### config.mk
export PLATFORM = sky130hd
export DESIGN_NAME = board_top
export DESIGN_NICKNAME = d
export VERILOG_FILES = /design/src/source/board_pkg.sv /design/src/source/eth_pkg.sv /design/src/source/board_top.sv /design/src/source/frame_filter.sv /design/src/source/io_test_pattern.sv /design/src/source/led_flash.sv /design/src/source/mii_rx.sv
export SDC_FILE = /design/constraint.sdc
export NUM_CORES = 1
export LEC_CHECK = 0
export BUFFER_PORTS_ARGS = -buffer_cell sky130_fd_sc_hd__clkbuf_2
export CAP_MARGIN = 20
export CELL_PAD_IN_SITES_DETAIL_PLACEMENT = 1
export CELL_PAD_IN_SITES_GLOBAL_PLACEMENT = 1
export CORE_MARGIN = 3
export CORE_UTILIZATION = 55
export CTS_BUF_LIST = sky130_fd_sc_hd__clkbuf_2
export DETAILED_ROUTE_END_ITERATION = 12
export GPL_TIMING_DRIVEN = 0
export PLACE_DENSITY_LB_ADDON = 0.12
export SKIP_CTS_REPAIR_TIMING = 1
export SLEW_MARGIN = 15
export SYNTH_ARGS = -nofsm -noshare
export SYNTH_HDL_FRONTEND = slang
export SYNTH_SLANG_ARGS = --single-unit
### constraint.sdc
create_clock -name clock_125_mhz_0_deg -period 3.8 [get_ports clock_125_mhz_0_deg]
set_input_delay 0.76 -clock clock_125_mhz_0_deg [delete_from_list [all_inputs] [get_ports clock_125_mhz_0_deg]]
set_output_delay 0.76 -clock clock_125_mhz_0_deg [all_outputs]
set_load 0.005 [all_outputs]
### src/source/board_pkg.sv
`default_nettype none

package board_pkg;

    typedef logic [31:0] flash_count_t;    // LED on-time down-counter
    typedef logic [31:0] pattern_word_t;

    // Alternating ones and zeros, cut down to the counter width by the user
    localparam pattern_word_t PATTERN_RESET_VALUE = 32'hAAAA_AAAA;

endpackage

`default_nettype wire

### src/source/eth_pkg.sv
`default_nettype none

package eth_pkg;

    typedef logic [3:0]  nibble_t;      // MII receive data
    typedef logic [7:0]  byte_t;
    typedef logic [47:0] mac_addr_t;
    typedef logic [15:0] ethertype_t;
    typedef logic [10:0] byte_count_t;  // Byte position after SFD

    // Preamble is 0x55 on the wire, so every nibble reads 5
    localparam nibble_t PREAMBLE_NIBBLE = 4'h5;

    // SFD byte 0xD5, high nibble arrives second
    localparam nibble_t SFD_NIBBLE = 4'hD;

    // Local experimental EtherType used for run control
    localparam ethertype_t RUN_ETHERTYPE = 16'h88B5;

    // Destination, source, type and one command byte
    localparam byte_count_t MIN_HEADER_BYTES = 11'd15;

    // Byte offsets inside the header
    localparam byte_count_t DEST_BYTES     = 11'd6;
    localparam byte_count_t TYPE_HI_INDEX  = 11'd12;
    localparam byte_count_t TYPE_LO_INDEX  = 11'd13;
    localparam byte_count_t COMMAND_INDEX  = 11'd14;

    typedef enum logic [1:0] {
        IDLE,       // Waiting for rx_dv
        PREAMBLE,   // Stripping preamble nibbles until the SFD
        DATA,       // Pairing nibbles into bytes
        DROP        // Bad preamble, wait for rx_dv to fall
    } rx_state_t;

endpackage

`default_nettype wire

### src/source/board_top.sv
`timescale 1ns/10ps
`default_nettype none

module board_top
    import eth_pkg::*;
    import board_pkg::*;
#(
    parameter mac_addr_t    MAC_ADDR     = 48'h001C_C0A2_22DD,
    parameter flash_count_t FLASH_PERIOD = 32'd10_000_000,
    parameter integer       COUNT_WIDTH  = 32
)
(
    input  wire     clock_125_mhz_0_deg,
    input  wire     rst_i,
    input  wire     phy_rx_dv_i,
    input  nibble_t phy_rx_i,
    output logic    io_led_d2_o,
    output logic    io_led_d3_o,
    output logic    run_o,
    output logic    io_adc_sda_o,
    output logic    io_adc_sda_oe_o,
    output logic    clk_sda1_o,
    output logic    clk_sda1_oe_o,
    output logic    io_sda2_o,
    output logic    io_sda2_oe_o
);

    byte_t       rx_byte;
    logic        rx_byte_valid;
    byte_count_t rx_byte_index;
    logic        rx_frame_end;
    logic        this_mac;

    mii_rx u_mii_rx (
        .clock_125_mhz_0_deg (clock_125_mhz_0_deg),
        .rst_i               (rst_i),
        .rx_dv_i             (phy_rx_dv_i),
        .rx_data_i           (phy_rx_i),
        .rx_byte_o           (rx_byte),
        .rx_byte_valid_o     (rx_byte_valid),
        .rx_byte_index_o     (rx_byte_index),
        .rx_frame_end_o      (rx_frame_end)
    );

    frame_filter #(
        .MAC_ADDR (MAC_ADDR)
    ) u_frame_filter (
        .clock_125_mhz_0_deg (clock_125_mhz_0_deg),
        .rst_i               (rst_i),
        .rx_byte_i           (rx_byte),
        .rx_byte_valid_i     (rx_byte_valid),
        .rx_byte_index_i     (rx_byte_index),
        .rx_frame_end_i      (rx_frame_end),
        .this_mac_o          (this_mac),
        .run_o               (run_o)
    );

    led_flash #(
        .FLASH_PERIOD (FLASH_PERIOD)
    ) flash_this_mac (
        .clock_125_mhz_0_deg (clock_125_mhz_0_deg),
        .rst_i               (rst_i),
        .signal_i            (this_mac),
        .led_o               (io_led_d2_o)
    );

    led_flash #(
        .FLASH_PERIOD (FLASH_PERIOD)
    ) flash_run (
        .clock_125_mhz_0_deg (clock_125_mhz_0_deg),
        .rst_i               (rst_i),
        .signal_i            (run_o),   // Lights on run going high
        .led_o               (io_led_d3_o)
    );

    io_test_pattern #(
        .COUNT_WIDTH (COUNT_WIDTH)
    ) u_io_test_pattern (
        .clock_125_mhz_0_deg (clock_125_mhz_0_deg),
        .rst_i               (rst_i),
        .adc_sda_o           (io_adc_sda_o),
        .adc_sda_oe_o        (io_adc_sda_oe_o),
        .clk_sda1_o          (clk_sda1_o),
        .clk_sda1_oe_o       (clk_sda1_oe_o),
        .sda2_o              (io_sda2_o),
        .sda2_oe_o           (io_sda2_oe_o)
    );

endmodule

`default_nettype wire

### src/source/frame_filter.sv
`timescale 1ns/10ps
`default_nettype none

module frame_filter
    import eth_pkg::*;
#(
    parameter mac_addr_t MAC_ADDR = 48'h001C_C0A2_22DD
)
(
    input  wire         clock_125_mhz_0_deg,
    input  wire         rst_i,
    input  byte_t       rx_byte_i,
    input  wire         rx_byte_valid_i,
    input  byte_count_t rx_byte_index_i,
    input  wire         rx_frame_end_i,
    output logic        this_mac_o,
    output logic        run_o
);

    logic        dest_match;    // Destination bytes so far equal MAC_ADDR
    byte_count_t frame_bytes;
    ethertype_t  ethertype;
    logic        run_cmd;       // Bit 0 of the command byte
    logic        accept;

    // First byte on the wire is the most significant byte of the address
    function automatic byte_t mac_byte(input byte_count_t idx);
        return MAC_ADDR[8 * (5 - int'(idx[2:0])) +: 8];
    endfunction

    always_ff @(posedge clock_125_mhz_0_deg) begin
        if (rst_i) begin
            dest_match  <= 1'b0;
            frame_bytes <= '0;
        end else if (rx_frame_end_i) begin
            dest_match  <= 1'b0;    // Ready for the next frame
            frame_bytes <= '0;
        end else if (rx_byte_valid_i) begin
            if (rx_byte_index_i == '0) begin
                dest_match  <= (rx_byte_i == mac_byte(rx_byte_index_i));
                frame_bytes <= 11'd1;
            end else begin
                if (rx_byte_index_i < DEST_BYTES) begin
                    dest_match <= dest_match && (rx_byte_i == mac_byte(rx_byte_index_i));
                end
                if (frame_bytes != '1) begin
                    frame_bytes <= frame_bytes + 1'b1;
                end
            end
        end
    end

    // Type and command capture
    always_ff @(posedge clock_125_mhz_0_deg) begin
        if (rx_byte_valid_i) begin
            case (rx_byte_index_i)
                TYPE_HI_INDEX: ethertype[15:8] <= rx_byte_i;
                TYPE_LO_INDEX: ethertype[7:0]  <= rx_byte_i;
                COMMAND_INDEX: run_cmd         <= rx_byte_i[0];
                default: ;
            endcase
        end
    end

    assign accept = dest_match && (frame_bytes >= MIN_HEADER_BYTES);

    always_ff @(posedge clock_125_mhz_0_deg) begin
        if (rst_i) begin
            this_mac_o <= 1'b0;
            run_o      <= 1'b0;
        end else begin
            this_mac_o <= rx_frame_end_i && accept;
            if (rx_frame_end_i && accept && ethertype == RUN_ETHERTYPE) begin
                run_o <= run_cmd;
            end
        end
    end

    a_match_after_end : assert property (
        @(posedge clock_125_mhz_0_deg) disable iff (rst_i)
        this_mac_o |-> $past(rx_frame_end_i)
    );

endmodule

`default_nettype wire

### src/source/io_test_pattern.sv
`timescale 1ns/10ps
`default_nettype none

module io_test_pattern
    import board_pkg::*;
#(
    parameter integer COUNT_WIDTH = 32
)
(
    input  wire  clock_125_mhz_0_deg,
    input  wire  rst_i,
    output logic adc_sda_o,
    output logic adc_sda_oe_o,
    output logic clk_sda1_o,
    output logic clk_sda1_oe_o,
    output logic sda2_o,
    output logic sda2_oe_o
);

    localparam logic [COUNT_WIDTH-1:0] RESET_VALUE = COUNT_WIDTH'(PATTERN_RESET_VALUE);

    logic [COUNT_WIDTH-1:0] counter;

    always_ff @(posedge clock_125_mhz_0_deg) begin
        if (rst_i) begin
            counter <= RESET_VALUE;
        end else begin
            counter <= counter + 1'b1;
        end
    end

    // Each line is driven only while its enable bit is set
    assign adc_sda_oe_o  = counter[COUNT_WIDTH-2];
    assign adc_sda_o     = counter[COUNT_WIDTH-3];
    assign clk_sda1_oe_o = counter[COUNT_WIDTH-3];
    assign clk_sda1_o    = counter[COUNT_WIDTH-4];
    assign sda2_oe_o     = counter[COUNT_WIDTH-4];
    assign sda2_o        = counter[COUNT_WIDTH-5];

endmodule

`default_nettype wire

### src/source/led_flash.sv
`timescale 1ns/10ps
`default_nettype none

module led_flash
    import board_pkg::*;
#(
    parameter flash_count_t FLASH_PERIOD = 32'd10_000_000
)
(
    input  wire  clock_125_mhz_0_deg,
    input  wire  rst_i,
    input  wire  signal_i,
    output logic led_o
);

    logic         signal_d;
    flash_count_t count;

    always_ff @(posedge clock_125_mhz_0_deg) begin
        if (rst_i) begin
            signal_d <= 1'b0;
            count    <= '0;
        end else begin
            signal_d <= signal_i;
            if (signal_i && !signal_d) begin
                count <= FLASH_PERIOD;      // Rising edge restarts on-time
            end else if (count != '0) begin
                count <= count - 1'b1;
            end
        end
    end

    assign led_o = (count != '0);

    a_count_in_range : assert property (
        @(posedge clock_125_mhz_0_deg) disable iff (rst_i)
        count <= FLASH_PERIOD
    );

endmodule

`default_nettype wire

### src/source/mii_rx.sv
`timescale 1ns/10ps
`default_nettype none

module mii_rx
    import eth_pkg::*;
(
    input  wire         clock_125_mhz_0_deg,
    input  wire         rst_i,
    input  wire         rx_dv_i,
    input  nibble_t     rx_data_i,
    output byte_t       rx_byte_o,
    output logic        rx_byte_valid_o,
    output byte_count_t rx_byte_index_o,
    output logic        rx_frame_end_o
);

    rx_state_t   state;
    logic        dv_q;          // Registered PHY inputs
    nibble_t     data_q;
    nibble_t     low_nibble;    // First nibble of the byte in progress
    logic        high_next;     // Next nibble completes a byte
    byte_count_t byte_cnt;

    always_ff @(posedge clock_125_mhz_0_deg) begin
        data_q <= rx_data_i;
        if (rst_i) begin
            dv_q <= 1'b0;
        end else begin
            dv_q <= rx_dv_i;
        end
    end

    always_ff @(posedge clock_125_mhz_0_deg) begin
        if (rst_i) begin
            state           <= IDLE;
            high_next       <= 1'b0;
            byte_cnt        <= '0;
            rx_byte_valid_o <= 1'b0;
            rx_frame_end_o  <= 1'b0;
        end else begin
            rx_byte_valid_o <= 1'b0;
            rx_frame_end_o  <= 1'b0;
            case (state)
                IDLE: begin
                    // Only a rise of rx_dv can be seen here
                    if (dv_q) begin
                        state <= (data_q == PREAMBLE_NIBBLE) ? PREAMBLE : DROP;
                    end
                end
                PREAMBLE: begin
                    if (!dv_q) begin
                        state <= IDLE;              // No frame, no end pulse
                    end else if (data_q == SFD_NIBBLE) begin
                        state     <= DATA;
                        high_next <= 1'b0;
                        byte_cnt  <= '0;
                    end else if (data_q != PREAMBLE_NIBBLE) begin
                        state <= DROP;
                    end
                end
                DATA: begin
                    if (!dv_q) begin
                        state          <= IDLE;     // Half byte is dropped
                        rx_frame_end_o <= 1'b1;
                    end else if (!high_next) begin
                        high_next <= 1'b1;
                    end else begin
                        high_next       <= 1'b0;
                        rx_byte_valid_o <= 1'b1;
                        if (byte_cnt != '1) begin
                            byte_cnt <= byte_cnt + 1'b1;   // Saturates
                        end
                    end
                end
                DROP: begin
                    if (!dv_q) begin
                        state <= IDLE;
                    end
                end
                default: state <= IDLE;
            endcase
        end
    end

    // Byte payload
    always_ff @(posedge clock_125_mhz_0_deg) begin
        if (state == DATA && dv_q) begin
            if (!high_next) begin
                low_nibble <= data_q;
            end else begin
                rx_byte_o       <= {data_q, low_nibble};
                rx_byte_index_o <= byte_cnt;
            end
        end
    end

    a_no_byte_in_idle : assert property (
        @(posedge clock_125_mhz_0_deg) disable iff (rst_i)
        rx_byte_valid_o |-> state != IDLE
    );

    a_single_frame_end : assert property (
        @(posedge clock_125_mhz_0_deg) disable iff (rst_i)
        rx_frame_end_o |=> !rx_frame_end_o
    );

endmodule

`default_nettype wire
==> results.md <==
- Counting the fill cells in the layout gives 1541.
- 16 I/O pins were placed.
- The effective utilization at floorplan is 56.66%.
- The placer congestion estimate is 0.8242.
- The library cell occupying the most area in the post-synthesis netlist is dfxtp_1.
- The count of final max-slew check failures is 0.
- The routed length per instance is 18.36 µm.
- The arrival time reported for the critical path endpoint is 2.83 ns.
- The static leakage power is 2.778 nW.
- The area share of the largest cell type after synthesis is 34.94%.
- The number of unique standard cell types used by synthesis is 61.
- The iteration-0 DRC count of the detailed router is 357.
- The iteration count of the initial detailed-routing pass is 4.
- The most used flip-flop cell after synthesis is dfxtp_1.
- The die span in y is 123.3 µm.
- The most common cell in the synthesized netlist is dfxtp_1.
- The H-tree was split into 4 levels.
- The number of CTS-inserted buffers is 17.
- The kind of launch point of the worst setup path is a register.
- The routed wire length is 18460 µm.
- Relative to the synthesized area, the layout overhead comes to 7.743%.
- By count the netlist is led by 132 x dfxtp_1, 68 x nor2_1, 48 x a21oi_1, 40 x edfxtp_1, 37 x or4_1.
- The average instance in the mapped netlist occupies 9.708 µm².
- The total overflow left after global routing is 0.
- The flow ran to the end, and the final reports show no timing, DRC or antenna violations.
- The number of cells produced by synthesis is 779.
- The finished layout holds 1005 standard cells, fillers aside.
- The number of storage elements in the synthesis netlist is 172.
- Summed over all nets, the half-perimeter wirelength after detailed placement is 13070 µm.
- In this run the cell area of the synthesized design comes to 7562 µm².
- The via count normalized by instance count is 6.223.
- The via count of the first global-routing pass is 6488.
- After floorplanning, the core was divided into 42 placement rows.
- The overall track demand over capacity in global routing is 25.51%.
- The x dimension of the die is 123.3 µm.
- TritonCTS built the clock tree.
- The clock-pin slew on the worst setup and hold paths is 0.26 ns.
- The transition time of the tightest slew-check pin is 1.047 ns.
- The maximum fanout encountered on the critical timing path is 9.
- The worst hold path belongs to the class primary input to register.
- The synthesized design contains 40 enable-type register cells.
- The fmax is 278.7 MHz.
- By area the synthesized netlist is led by dfxtp_1 35%, edfxtp_1 16%, xor2_1 4.2%.
- The number of sinks on the clock net is 172.
- The first global-routing pass estimated 31100 µm of wire.
- The power per unit of standard cell area is 736.6 nW/µm².
- In this run the tool buffered the top-level ports with 15 buffer cells.
- The region available for standard cell placement spans 13350 µm².
- After the last flow step, the layout net total stands at 831.
- The sequential cells in the finished layout cover a total of 3844 µm².
- On the final layout, the worst clock skew is 0.02990 ns.
- The number of nets in the synthesized netlist is 794.
- The total inserted antenna cells is 0.
- The max-slew headroom at the worst pin is 29.68%.
- In this run the remaining antenna-violating nets after routing total 0.
- Summing the sequential cell areas from Yosys gives 50.83% of the chip area.
- The total design power is 0.006002 W.
- Setup violations remaining at the end of the flow were counted as 0.
- The total die area is 15190 µm².
- The ratio of final minimum period to clock period is 94.44%.
- The worst setup path is captured at an output pin.
- Counting along the longest clock path gives a buffer depth of 2.
- IR analysis of the VDD net gives a maximum drop of 618.9 µV.
- Cells with a size suffix above 1 make up 9.288% of the layout.
- The cell count after placement is 970.
- The root buffer cell is clkbuf_2.
- The latest clock arrival within the worst-skew pair is 0.76 ns.
- Detailed routing inserted a total of 6254 vias.
- Setup repair after global routing left no endpoint under its margin.
- The hold violation total from the final report was 0.
- After layout, the minimum clock period comes to 3.589 ns.
- Counting flops with an async set or reset pin after synthesis yields a share of 0%.
- The count of warnings emitted by yosys is 0.
- The number of max-cap violations is 0.
- The startpoint-to-endpoint class of the critical path is register to output pin.
- The area taken by multi-input logic gates is 3558 µm².
- The initial antenna violation count is 0.
- At the worst endpoint, the required time is 3.04 ns.
- The largest net degree at the start of global routing is 20.
- After detailed routing, the number of remaining DRC violations is 0.
[path summary, 6_finish.rpt]
path,startpoint,endpoint,slack [ns],cells after the start
worst max-delay path,flash_run.count[2],io_led_d3_o,0.21,6
worst min-delay path,phy_rx_i[1],u_mii_rx.data_q[1],0.1,1
worst max register to register,flash_this_mac.count[0],flash_this_mac.count[5],0.71,8
worst min register to register,u_mii_rx.low_nibble[2],u_mii_rx.rx_byte_o[2],0.46,0
[area by class of cell]
| cell class | instances | area share [%] |
|---|---|---|
| sequential | 172 | 47.17 |
| multi-input combinational | 565 | 43.67 |
| tap | 176 | 2.703 |
| clock inverter | 15 | 2.027 |
| buffer | 29 | 1.474 |
| timing repair buffer | 19 | 1.351 |
| clock buffer | 17 | 1.044 |
| inverter | 12 | 0.5528 |
[power by group]
part	leakage [nW]	total [W]	internal, W	switching (W)
sequential	1.43	0.00247	0.00215	0.000313
combinational	1.21	0.00256	0.000982	0.00158
clock	0.138	0.000977	0.000311	0.000666
total	2.78	0.00600	0.00345	0.00255
[per-stage QoR]
stage / TNS (ns) / util [%] / setup slack, ns / hold slack, ns / cell area (µm²)
floorplan: 0 / - / 1.162 / 0.4003 / 7562
global placement: 0 / 58.87 / 0.8507 / 0.4013 / 7858
detailed placement: 0 / 58.89 / 0.7607 / 0.4052 / 7860
CTS: -0.05338 / 60.76 / -0.05338 / 0.02305 / 8110
global route: 0 / 61.04 / 0.02526 / 0.0005653 / 8148
finish: 0 / 61.04 / 0.2114 / 0.09541 / 8148
[per-layer routing]
metal	track usage (%)	part of all wire, %	wire [µm]
met1	30.80	43	7916
met2	45.43	53	9740
met3	5.032	2.8	518
met4	8.581	1.5	281
met5	0	0	0
[flip-flops by register name, summed over array words and instances (netlist names), 2 cells and up]
register / cells
flash_run.count: 32
flash_this_mac.count: 32
u_frame_filter.ethertype: 16
u_frame_filter.frame_bytes: 11
u_io_test_pattern.counter: 31
u_mii_rx.byte_cnt: 11
u_mii_rx.data_q: 4
u_mii_rx.low_nibble: 4
u_mii_rx.rx_byte_index_o: 11
u_mii_rx.rx_byte_o: 8
u_mii_rx.state: 2
[layout by cell type, fill, tap and decap left out, types with 10 or more instances in the layout]
| cell | instances |
|---|---|
| a21oi_1 | 48 |
| a31oi_1 | 17 |
| clkbuf_1 | 21 |
| clkbuf_2 | 33 |
| dfxtp_1 | 132 |
| edfxtp_1 | 40 |
| inv_1 | 12 |
| nand2_1 | 36 |
| nand2b_1 | 24 |
| nand3_1 | 28 |
| nand4_1 | 16 |
| nor2_1 | 67 |
| nor2b_1 | 11 |
| nor3_1 | 25 |
| nor4_1 | 15 |
| o21ai_0 | 28 |
| o31ai_1 | 32 |
| or2_2 | 10 |
| or3_1 | 36 |
| or4_1 | 37 |
| xnor2_1 | 11 |
| xor2_1 | 36 |
[cell families (layout without fill, tap and decap cells)]
family,after synthesis,in the layout,synth area share (%)
AOI/OAI and AO/OA,163,163,13.82
buffers and inverters,42,92,2.217
and+or+nand+nor,341,341,25.56
muxes,6,6,0.8107
adders and majority gates,8,8,1.324
DFF,172,172,50.83
xor gates and xnor gates,47,47,5.443
[worst max-delay path, cell delays in order, from the launching register on]
cell      delay (ns)
dfxtp_1         0.41
or4_1           0.53
buf_2           0.19
or4_1           0.57
nor3_2          0.19
inv_1           0.08
clkbuf_2        0.11
No activity file was read; power rests on OpenSTA's default activity.
